`src/pcimt_pkg.sv`:
```
// PCI target shared definitions

package pcimt_pkg;

    ////////////////////////////////////////////////////////////////////////////
    // PCI bus commands
    ////////////////////////////////////////////////////////////////////////////

    // command codes as they appear on C/BE# during the address phase
    localparam logic [3:0] CMD_MEM_RD = 4'b0110;
    localparam logic [3:0] CMD_MEM_WR = 4'b0111;

    ////////////////////////////////////////////////////////////////////////////
    // target machine states
    ////////////////////////////////////////////////////////////////////////////

    // the same encoding is seen by the core and by anything that reports on it
    typedef enum logic [2:0] {
        IDLE     = 3'd0,
        CLAIM    = 3'd1,
        WR_DATA  = 3'd2,
        APB_WAIT = 3'd3,
        RD_DRIVE = 3'd4,
        TURN     = 3'd5
    } targ_state_t;

    // window size is 2**BAR_BITS bytes, 4 KB unless the top level says otherwise
    localparam int BAR_BITS_DEF = 12;

    // the base must be aligned to the window size
    localparam logic [31:0] BAR_BASE_DEF = 32'h8000_0000;

endpackage

```
`src/pcimt32_dp.sv`:
```
// PCI AD data path register

`timescale 1ns/1ps

module pcimt32_dp
(
    input  logic        Clk_in,
    input  logic        Rstn_in,
    input  logic        ld_bus,
    input  logic        ld_apb,
    input  logic [31:0] ad_in,
    input  logic [31:0] prdata,
    output logic [31:0] ad_reg
);

    // next value of the register, chosen from bus word, APB word or itself
    logic [31:0] ad_d;

    // the target FSM never raises both loads in the same cycle
    // so their order in this mux carries no meaning
    // with neither load active the register feeds itself back and holds
    always_comb
    begin
        if (ld_bus)
        begin
            ad_d = ad_in;
        end
        else if (ld_apb)
        begin
            ad_d = prdata;
        end
        else
        begin
            ad_d = ad_reg;
        end
    end

    // a write word sits here while the APB transfer runs
    // and a read word sits here while the initiator inserts wait states
    always_ff @(posedge Clk_in or negedge Rstn_in)
    begin
        if (!Rstn_in)
        begin
            ad_reg <= 32'h0;
        end
        else
        begin
            ad_reg <= ad_d;
        end
    end

endmodule

```
`src/pcimt32_targ_fsm.sv`:
```
// PCI target state machine

`timescale 1ns/1ps

module pcimt32_targ_fsm
#(
    parameter logic [31:0] BAR_BASE = pcimt_pkg::BAR_BASE_DEF,
    parameter int          BAR_BITS = pcimt_pkg::BAR_BITS_DEF
)
(
    input  logic                Clk_in,
    input  logic                Rstn_in,
    input  logic                frame_n,
    input  logic                irdy_n,
    input  logic [3:0]          cbe_n,
    input  logic [31:0]         ad_in,
    input  logic                apb_done,
    output logic                devsel_n,
    output logic                trdy_n,
    output logic                ad_oe,
    output logic                ld_bus,
    output logic                ld_apb,
    output logic                apb_req,
    output logic                apb_write,
    output logic [BAR_BITS-1:0] apb_addr
);

    pcimt_pkg::targ_state_t state_q;

    // set when frame_n and irdy_n were both high on the previous clock
    logic bus_idle_q;
    // direction of the claimed transaction, kept for the whole transaction
    logic is_write;

    logic addr_phase;
    logic cmd_ok;
    logic bar_hit;
    logic claim;
    logic xfer_done;

    ////////////////////////////////////////////////////////////////////////////
    // address decode
    ////////////////////////////////////////////////////////////////////////////

    always_comb
    begin
        // first clock with frame_n low after an idle bus clock
        // a frame that starts while the target is still busy is never seen here
        addr_phase = !frame_n && bus_idle_q;

        // only memory read and memory write are decoded
        cmd_ok = (cbe_n == pcimt_pkg::CMD_MEM_RD) || (cbe_n == pcimt_pkg::CMD_MEM_WR);

        // upper address bits select the window and lower bits give the offset
        bar_hit = (ad_in[31:BAR_BITS] == BAR_BASE[31:BAR_BITS]);

        claim = (state_q == pcimt_pkg::IDLE) && addr_phase && cmd_ok && bar_hit;

        // a data phase completes when both ready signals are low together
        xfer_done = !irdy_n && !trdy_n;
    end

    ////////////////////////////////////////////////////////////////////////////
    // data path and APB strobes
    ////////////////////////////////////////////////////////////////////////////

    always_comb
    begin
        // write data is taken on the first clock the initiator has it ready
        ld_bus = (state_q == pcimt_pkg::CLAIM) && is_write && !irdy_n;

        // a read asks the APB side right after the claim
        // a write asks one clock after its data was captured
        apb_req = ((state_q == pcimt_pkg::CLAIM) && !is_write)
                || (state_q == pcimt_pkg::WR_DATA);

        // read data is captured on the clock the APB transfer completes
        ld_apb = (state_q == pcimt_pkg::APB_WAIT) && apb_done && !is_write;
    end

    assign apb_write = is_write;

    ////////////////////////////////////////////////////////////////////////////
    // state register and PCI outputs
    ////////////////////////////////////////////////////////////////////////////

    always_ff @(posedge Clk_in or negedge Rstn_in)
    begin
        if (!Rstn_in)
        begin
            state_q    <= pcimt_pkg::IDLE;
            devsel_n   <= 1'b1;
            trdy_n     <= 1'b1;
            ad_oe      <= 1'b0;
            is_write   <= 1'b0;
            bus_idle_q <= 1'b1;
            apb_addr   <= '0;
        end
        else
        begin
            bus_idle_q <= frame_n && irdy_n;

            case (state_q)
                pcimt_pkg::IDLE:
                begin
                    // fast decode drives DEVSEL# one clock after the address phase
                    if (claim)
                    begin
                        state_q  <= pcimt_pkg::CLAIM;
                        devsel_n <= 1'b0;
                        is_write <= (cbe_n == pcimt_pkg::CMD_MEM_WR);
                        apb_addr <= ad_in[BAR_BITS-1:0];
                    end
                end

                // a read raises its request in this state and moves on
                // while a write waits here for the initiator to put its data up
                pcimt_pkg::CLAIM:
                begin
                    if (!is_write)
                    begin
                        state_q <= pcimt_pkg::APB_WAIT;
                    end
                    else if (!irdy_n)
                    begin
                        state_q <= pcimt_pkg::WR_DATA;
                    end
                end

                // the captured write word goes out with the request of this clock
                pcimt_pkg::WR_DATA:
                begin
                    state_q <= pcimt_pkg::APB_WAIT;
                end

                // TRDY# stays off until the APB side reports the transfer done
                pcimt_pkg::APB_WAIT:
                begin
                    if (apb_done)
                    begin
                        state_q <= pcimt_pkg::RD_DRIVE;
                        trdy_n  <= 1'b0;
                        ad_oe   <= !is_write;
                    end
                end

                // the data phase of both directions waits here and only a read drives AD
                pcimt_pkg::RD_DRIVE:
                begin
                    if (xfer_done)
                    begin
                        state_q  <= pcimt_pkg::TURN;
                        devsel_n <= 1'b1;
                        trdy_n   <= 1'b1;
                        ad_oe    <= 1'b0;
                    end
                end

                // one clock of turnaround before another address phase is decoded
                pcimt_pkg::TURN:
                begin
                    state_q <= pcimt_pkg::IDLE;
                end

                default:
                begin
                    state_q <= pcimt_pkg::IDLE;
                end
            endcase
        end
    end

endmodule

```
`src/pcimt32_apb_mst.sv`:
```
// APB master for the PCI target

`timescale 1ns/1ps

module pcimt32_apb_mst
#(
    parameter int BAR_BITS = pcimt_pkg::BAR_BITS_DEF
)
(
    input  logic                Clk_in,
    input  logic                Rstn_in,
    input  logic                apb_req,
    input  logic                apb_write,
    input  logic [BAR_BITS-1:0] apb_addr,
    input  logic                pready,
    output logic                psel,
    output logic                penable,
    output logic                pwrite,
    output logic [BAR_BITS-1:0] paddr,
    output logic                apb_done
);

    // idle, setup phase and access phase of one APB transfer
    typedef enum logic [1:0] {
        APB_IDLE   = 2'd0,
        APB_SETUP  = 2'd1,
        APB_ACCESS = 2'd2
    } apb_state_t;

    apb_state_t state_q;

    ////////////////////////////////////////////////////////////////////////////
    // transfer sequencing
    ////////////////////////////////////////////////////////////////////////////

    // the requester waits for apb_done before it asks again
    // so a request can only arrive in the idle state
    always_ff @(posedge Clk_in or negedge Rstn_in)
    begin
        if (!Rstn_in)
        begin
            state_q <= APB_IDLE;
        end
        else
        begin
            case (state_q)
                APB_IDLE:
                begin
                    if (apb_req)
                    begin
                        state_q <= APB_SETUP;
                    end
                end

                // setup always lasts exactly one clock
                APB_SETUP:
                begin
                    state_q <= APB_ACCESS;
                end

                // the slave stretches the access phase with pready low
                APB_ACCESS:
                begin
                    if (pready)
                    begin
                        state_q <= APB_IDLE;
                    end
                end

                default:
                begin
                    state_q <= APB_IDLE;
                end
            endcase
        end
    end

    // address and direction are captured with the request
    // and stay put through setup and every wait state
    always_ff @(posedge Clk_in)
    begin
        if ((state_q == APB_IDLE) && apb_req)
        begin
            paddr  <= apb_addr;
            pwrite <= apb_write;
        end
    end

    // both strobes come straight from the state register
    assign psel     = (state_q != APB_IDLE);
    assign penable  = (state_q == APB_ACCESS);

    // completing clock of the transfer, high for one clock only
    assign apb_done = (state_q == APB_ACCESS) && pready;

endmodule

```
`src/pcimt32_top.sv`:
```
// PCI target to APB bridge top

`timescale 1ns/1ps

module pcimt32_top
#(
    parameter logic [31:0] BAR_BASE = pcimt_pkg::BAR_BASE_DEF,
    parameter int          BAR_BITS = pcimt_pkg::BAR_BITS_DEF
)
(
    input  logic                Clk_in,
    input  logic                Rstn_in,

    // PCI target side, the AD bus is split into input, output and enable
    input  logic                frame_n,
    input  logic                irdy_n,
    input  logic [3:0]          cbe_n,
    input  logic [31:0]         ad_in,
    output logic [31:0]         ad_out,
    output logic                ad_oe,
    output logic                devsel_n,
    output logic                trdy_n,

    // APB master side
    output logic                psel,
    output logic                penable,
    output logic                pwrite,
    output logic [BAR_BITS-1:0] paddr,
    output logic [31:0]         pwdata,
    input  logic [31:0]         prdata,
    input  logic                pready
);

    ////////////////////////////////////////////////////////////////////////////
    // internal connections
    ////////////////////////////////////////////////////////////////////////////

    logic                ld_bus;
    logic                ld_apb;
    logic [31:0]         ad_reg;
    logic                apb_req;
    logic                apb_write;
    logic                apb_done;
    logic [BAR_BITS-1:0] apb_addr;

    // one register carries the word in both directions
    assign ad_out = ad_reg;
    assign pwdata = ad_reg;

    pcimt32_dp u_dp
    (
        .Clk_in  (Clk_in),
        .Rstn_in (Rstn_in),
        .ld_bus  (ld_bus),
        .ld_apb  (ld_apb),
        .ad_in   (ad_in),
        .prdata  (prdata),
        .ad_reg  (ad_reg)
    );

    pcimt32_targ_fsm
    #(
        .BAR_BASE (BAR_BASE),
        .BAR_BITS (BAR_BITS)
    )
    u_targ
    (
        .Clk_in    (Clk_in),
        .Rstn_in   (Rstn_in),
        .frame_n   (frame_n),
        .irdy_n    (irdy_n),
        .cbe_n     (cbe_n),
        .ad_in     (ad_in),
        .apb_done  (apb_done),
        .devsel_n  (devsel_n),
        .trdy_n    (trdy_n),
        .ad_oe     (ad_oe),
        .ld_bus    (ld_bus),
        .ld_apb    (ld_apb),
        .apb_req   (apb_req),
        .apb_write (apb_write),
        .apb_addr  (apb_addr)
    );

    pcimt32_apb_mst
    #(
        .BAR_BITS (BAR_BITS)
    )
    u_apb
    (
        .Clk_in    (Clk_in),
        .Rstn_in   (Rstn_in),
        .apb_req   (apb_req),
        .apb_write (apb_write),
        .apb_addr  (apb_addr),
        .pready    (pready),
        .psel      (psel),
        .penable   (penable),
        .pwrite    (pwrite),
        .paddr     (paddr),
        .apb_done  (apb_done)
    );

endmodule

```
`config.mk`:
```
export PLATFORM = sky130hd
export DESIGN_NAME = pcimt32_top
export DESIGN_NICKNAME = d
export VERILOG_FILES = /design/src/pcimt_pkg.sv /design/src/pcimt32_dp.sv /design/src/pcimt32_targ_fsm.sv /design/src/pcimt32_apb_mst.sv /design/src/pcimt32_top.sv
export SDC_FILE = /design/constraint.sdc
export NUM_CORES = 1
export LEC_CHECK = 0
export BUFFER_PORTS_ARGS = -buffer_cell sky130_fd_sc_hd__buf_2
export CAP_MARGIN = 20
export CORE_MARGIN = 8
export CORE_UTILIZATION = 46
export CTS_CLUSTER_DIAMETER = 150
export CTS_CLUSTER_SIZE = 40
export DETAILED_ROUTE_END_ITERATION = 7
export GPL_TIMING_DRIVEN = 0
export PLACE_DENSITY = 0.8
export RECOVER_POWER = 50
export SETUP_SLACK_MARGIN = 0.3
export SYNTH_ARGS = -nofsm -noshare
export SYNTH_HDL_FRONTEND = slang
export SYNTH_SLANG_ARGS = --single-unit
```
`constraint.sdc`:
```
create_clock -name Clk_in -period 3 [get_ports Clk_in]
set_clock_uncertainty 0.05 [all_clocks]
set_input_delay 0.6 -clock Clk_in [delete_from_list [all_inputs] [get_ports Clk_in]]
set_output_delay 0.6 -clock Clk_in [all_outputs]
set_load 0.005 [all_outputs]
```
-- After elaboration in Yosys (flattened, before gate mapping)
Cells that the tools add are included.
- input port bits: 73
- register bits: 67
- output and inout bits: 82
- mux-type cells: 19
- reduce and logical (&&, ||, !) cells: 30
- eq/ne operators: 15
- operators by type and width (kind ; number):
    $mux 32 ; 2
    $eq 20x20->1 const B ; 1
    $mux 3 ; 5
    $pmux 3 s5 ; 1
    $logic_and 1x1->1 ; 13
    $ne 2x1->1 const B ; 5
    $eq 4x3->1 const B ; 2
    $reduce_bool 2->1 ; 4
    $eq 3x2->1 const B ; 2
    $pmux 1 s2 ; 3
    $pmux 2 s3 ; 1
    $reduce_and 3->1 ; 2
    $mux 1 ; 5
    $logic_not 1->1 ; 4
    $mux 2 ; 2
    $reduce_and 2->1 ; 2
    $reduce_and 4->1 ; 1
    $eq 3x1->1 const B ; 1
    $eq 3x3->1 const B ; 1
    $logic_not 3->1 ; 1
    $ne 3x3->1 const B ; 1
    $eq 2x1->1 const B ; 1
    $eq 2x2->1 const B ; 1
    $logic_not 2->1 ; 1
    $logic_or 1x1->1 ; 2

-- Longest topological paths before layout
- depth after elaboration: 7
- gate-level depth with buffers: 7

-- Cells and area by module
Synthesis repeated with hierarchy kept, for this count alone.
- cells, all modules: 271
- area total of the unflattened synthesis: 3223.1 um2
- modules (own cells, without submodules) (module ; area an instance (um2) ; cells each ; instances):
    pcimt32_dp ; 1515.2 ; 139 ; 1
    pcimt32_targ_fsm ; 980.9 ; 77 ; 1
    pcimt32_apb_mst ; 486.7 ; 23 ; 1
    pcimt32_top ; 240.2 ; 32 ; 1

-- Worst setup path before layout
Ideal clock, no wire load.
- kind: reg2reg
- from: register u_targ.state_q[0]
- to: register u_apb.paddr[0] (enable)
- stages on the path, launching flop included: 5
- period minus slack after synthesis: 2.139 ns
- data arrival time: 1.689 ns
- path slack: 0.861 ns
- buffers on the path: 0
- required time: 2.550 ns
- library setup time: 0.400 ns
- cells stage by stage: dfrtp_1 -> inv_1 -> nor3_1 -> a21oi_1 -> nor3_1
- longest elaborated chain between the ends: 4
- elaborated cells between the ends (all ways): 5
- ends and longest elaborated chain (element ; line ; source):
    start, declared ; pcimt32_targ_fsm.sv:28 ; pcimt_pkg::targ_state_t state_q;
    start signal, assigned ; pcimt32_targ_fsm.sv:91 ; state_q <= pcimt_pkg::IDLE;
    start signal, assigned ; pcimt32_targ_fsm.sv:109 ; state_q <= pcimt_pkg::CLAIM;
    start signal, assigned ; pcimt32_targ_fsm.sv:122 ; state_q <= pcimt_pkg::APB_WAIT;
    $eq 3x1->1 ; pcimt32_targ_fsm.sv:74 ; apb_req = ((state_q == pcimt_pkg::CLAIM) && !is_write)
    $logic_and 1x1->1 ; pcimt32_targ_fsm.sv:74 ;
    $logic_or 1x1->1 * ; pcimt32_targ_fsm.sv:75 ; || (state_q == pcimt_pkg::WR_DATA);
    $logic_and 1x1->1 * ; pcimt32_apb_mst.sv:82 ; if ((state_q == APB_IDLE) && apb_req)
    end signal, assigned ; pcimt32_apb_mst.sv:84 ; paddr <= apb_addr;
    end, declared ; pcimt32_apb_mst.sv:19 ; output logic [BAR_BITS-1:0] paddr,
Mark *: on every way between the ends. The rest lies on a longest branch, timed or not.
A chain may end at the register's enable or synchronous reset.

-- Final worst setup path
- from: register u_targ.state_q[1]
- to: register u_targ.apb_addr[6]
- longest elaborated chain between the ends: 5
- ends and longest elaborated chain (element ; line ; source):
    $logic_not 3->1 * ; pcimt32_targ_fsm.sv:57, pcimt32_targ_fsm.sv:103 ;
    $logic_and 1x1->1 (3 in series) ; pcimt32_targ_fsm.sv:57 ; claim = (state_q == pcimt_pkg::IDLE) && addr_phase && cmd_ok && bar_hit;
    $reduce_and 2->1 (no line) * ; -- ;
    end signal, assigned ; pcimt32_targ_fsm.sv:112 ; apb_addr <= ad_in[BAR_BITS-1:0];
    end, declared ; pcimt32_targ_fsm.sv:25 ; output logic [BAR_BITS-1:0] apb_addr
Marked as above.

==> impl_metrics.tcl <==
set metrics [dict create \
    outcome "complete, no violations" \
    utilization_pct 63.78 \
    cts_resized 0 \
    root_buffer "clkbuf_8" \
    drt_pre_antenna_iters 4 \
    grt_max_degree 32 \
    grt_setup_unrepaired "no" \
    clock_path_buffers 2 \
    synth_cells 269 \
    layout_common_cells "136 x buf_2, 51 x dfrtp_1, 36 x buf_4" \
    post-route-period-util_pct 72.22 \
    crit_type "flop to flop" \
    area_growth_pct 34.33 \
    post_cts_buffers 0 \
    dr.first_iter.drc_count 51 \
    largest_reg_flops 32 \
    p_per_area_nw_per_um2 460.3 \
    ir_drop_mv 0.2208 \
    boundaryPins 155 \
    yosysSeqAreaShare_pct 54.11 \
    num_vias 2673 \
    setup.worst_path.start_class "flop" \
    hold_violations 0 \
    viasPerCell 4.978 \
    rows 30 \
    synth_top_cell_area_share_pct 39.57 \
    final_cells 537 \
    post-place-ws_ns 0.4819 \
    cp-end-kind "flop" \
    ys.flop_type "dfrtp_1" \
    whs_path_depth 0 \
    synth-edff-count 13 \
    routabilityCongestion 0.7782 \
    grt_pass1_wl_mm 14.66 \
    ys_top_cells_by_area "dfrtp_1 40%, edfxtp_1 12%, mux2i_1 9.3%" \
    synth-warning-count 0 \
    mostFrequentLayoutCell "buf_2" \
    grt_usage_pct 18.62 \
    dp_hpwl_mm 7.066 \
    worstPathArrival_ns 2.33 \
    crit_family "simple AND/OR/NAND/NOR gates" \
    ant_nets 0 \
    ys_types 36 \
    async_reset_ff_share_pct 80.60 \
    max_slew.worst_pin.slew_ns 1.286 \
    clkLatencyLatePin_ns 0.33 \
    finalCriticalPeriod_ns 2.167 \
    hold_path_class "flop to flop" \
    nNetsFinal 509 \
    die_x_um 99.74 \
    fin_ws_ns 0.8334 \
    postCtsHoldBufs 0 \
    cap_viol_max_count 0 \
    dp.cells 521 \
    insertedDiodeCount 0 \
    critPathBufInv 2 \
    htreeDepth 3 \
    io_buffer_count 154 \
    die_y_um 99.74 \
    antenna_found_initial 0 \
    drive_above_1_share_pct 49.43 \
    start_util_pct 47.48 \
    cp.depth 6 \
    grt_overflow 0 \
    slew_headroom_pct 14.25 \
    busiest_layer "met2" \
    ys_seq_elements 67 \
    cts_tree "built" \
    r2r.worst_path.cells 6 \
    nFillCells 585 \
    drv_slew 0 \
    cts.clk_slew.worst_paths_ns 0.07 \
    totalWireLength_mm 9.114 \
    fmax_mhz 461.6 \
    drc 0 \
    core_um2 6794 \
    syn_area_um2 3226 \
    cpPeakStageDelay_ns 0.48 \
    globalRouteMet1Util_pct 22.05 \
    grt_pass1_vias 2965 \
    crit_required_ns 3.16 \
    crit_slowest_cell "nor3_4" \
    leakage_nw 2.290 \
    fin_tns_setup_ns 0 \
    cts_made_buffers 9 \
    synth_area_leader_cell "dfrtp_1" \
    wire_per_inst_um 16.97 \
    synth.avg_cell_area_um2 11.99 \
    crit_chain "clkbuf_1, nor2_1, nand4_1, nor3_4, buf_12, mux2_4" \
    use_met2_pct 31.09 \
    final-setup-viol-count 0 \
    regArea_um2 1745 \
    total_power_mw 1.995 \
    crit_fanout 10 \
    multi_input_area_um2 1132 \
    syn_nets 342 \
    die_area_um2 9948 \
    use_met3_pct 6.006 \
    clock_sinks 67 \
]
==> through the flow <==
step	hold WS, ns	instance area (µm²)
after detailed placement	0.3820	4153
after CTS	0.2074	4380
after global routing	0.4120	4333
after floorplan	0.2544	3226
final	0.3983	4333
after global placement	0.3774	4116
==> path summary, 6_finish.rpt <==
kind,from,end,slack [ns]
hold reg to reg,u_targ.apb_addr[2],u_apb.paddr[2],0.40
min in group asynchronous,Rstn_in,u_dp.ad_reg[16],0.48
setup / recovery,u_targ.state_q[1],u_targ.apb_addr[6],0.83
setup reg to reg,u_targ.state_q[1],u_targ.apb_addr[6],0.83
max in group asynchronous,Rstn_in,u_targ.apb_addr[5],0.99
hold / removal,u_targ.apb_addr[2],u_apb.paddr[2],0.40
==> where the power goes <==
group,internal (mW),total (mW),switching (mW)
Clock,0.513,0.848,0.335
Sequential,0.951,0.961,0.00975
Combinational,0.0820,0.186,0.104
==> synth_stat cells, types with 3 or more instances <==
cell      number
mux2i_1       30
dfstp_2        3
buf_2          8
nand4_1        3
mux2_2         8
nand2_1        4
a21oi_1       33
edfxtp_1      13
inv_1          3
nor3_1        35
mux2_4         8
nor2_1         5
buf_4         36
dfrtp_1       51
nor4_1         3
clkbuf_1       3
==> worst register-to-register path, cell delays in order (launching register included) <==
cell and delay [ns]:
dfrtp_1 0.36, clkbuf_1 0.21, nor2_1 0.22, nand4_1 0.21, nor3_4 0.49, buf_12 0.21, mux2_4 0.31
==> cells by family (layout without fill, tap and decap cells) <==
kind of cell	after synthesis	count (layout)	synth area share, %
DFF	67	67	54.11
and+or+nand+nor	66	66	12.30
buffers and inverters	51	223	10.94
muxes	48	48	16.52
AOI/OAI and AO/OA	37	37	6.129
==> cell type report <==
cell class / instances / area share (%)
Inverter: 3 / 0.2599
Multi-Input combinational cell: 151 / 26.13
Clock buffer: 12 / 3.581
Sequential cell: 67 / 40.28
Clock inverter: 4 / 1.675
Buffer: 48 / 7.826
Timing Repair Buffer: 156 / 17.47
Tap cell: 96 / 2.772
==> layer usage <==
layer	part of all wire, %	wire length, µm	up-vias
met5	0	0	-
met4	0.95	87	0
met3	8.7	789	10
met2	48	4367	127
met1	42	3871	1268
li1	-	-	1268
Power figures use the tool's default switching activity.
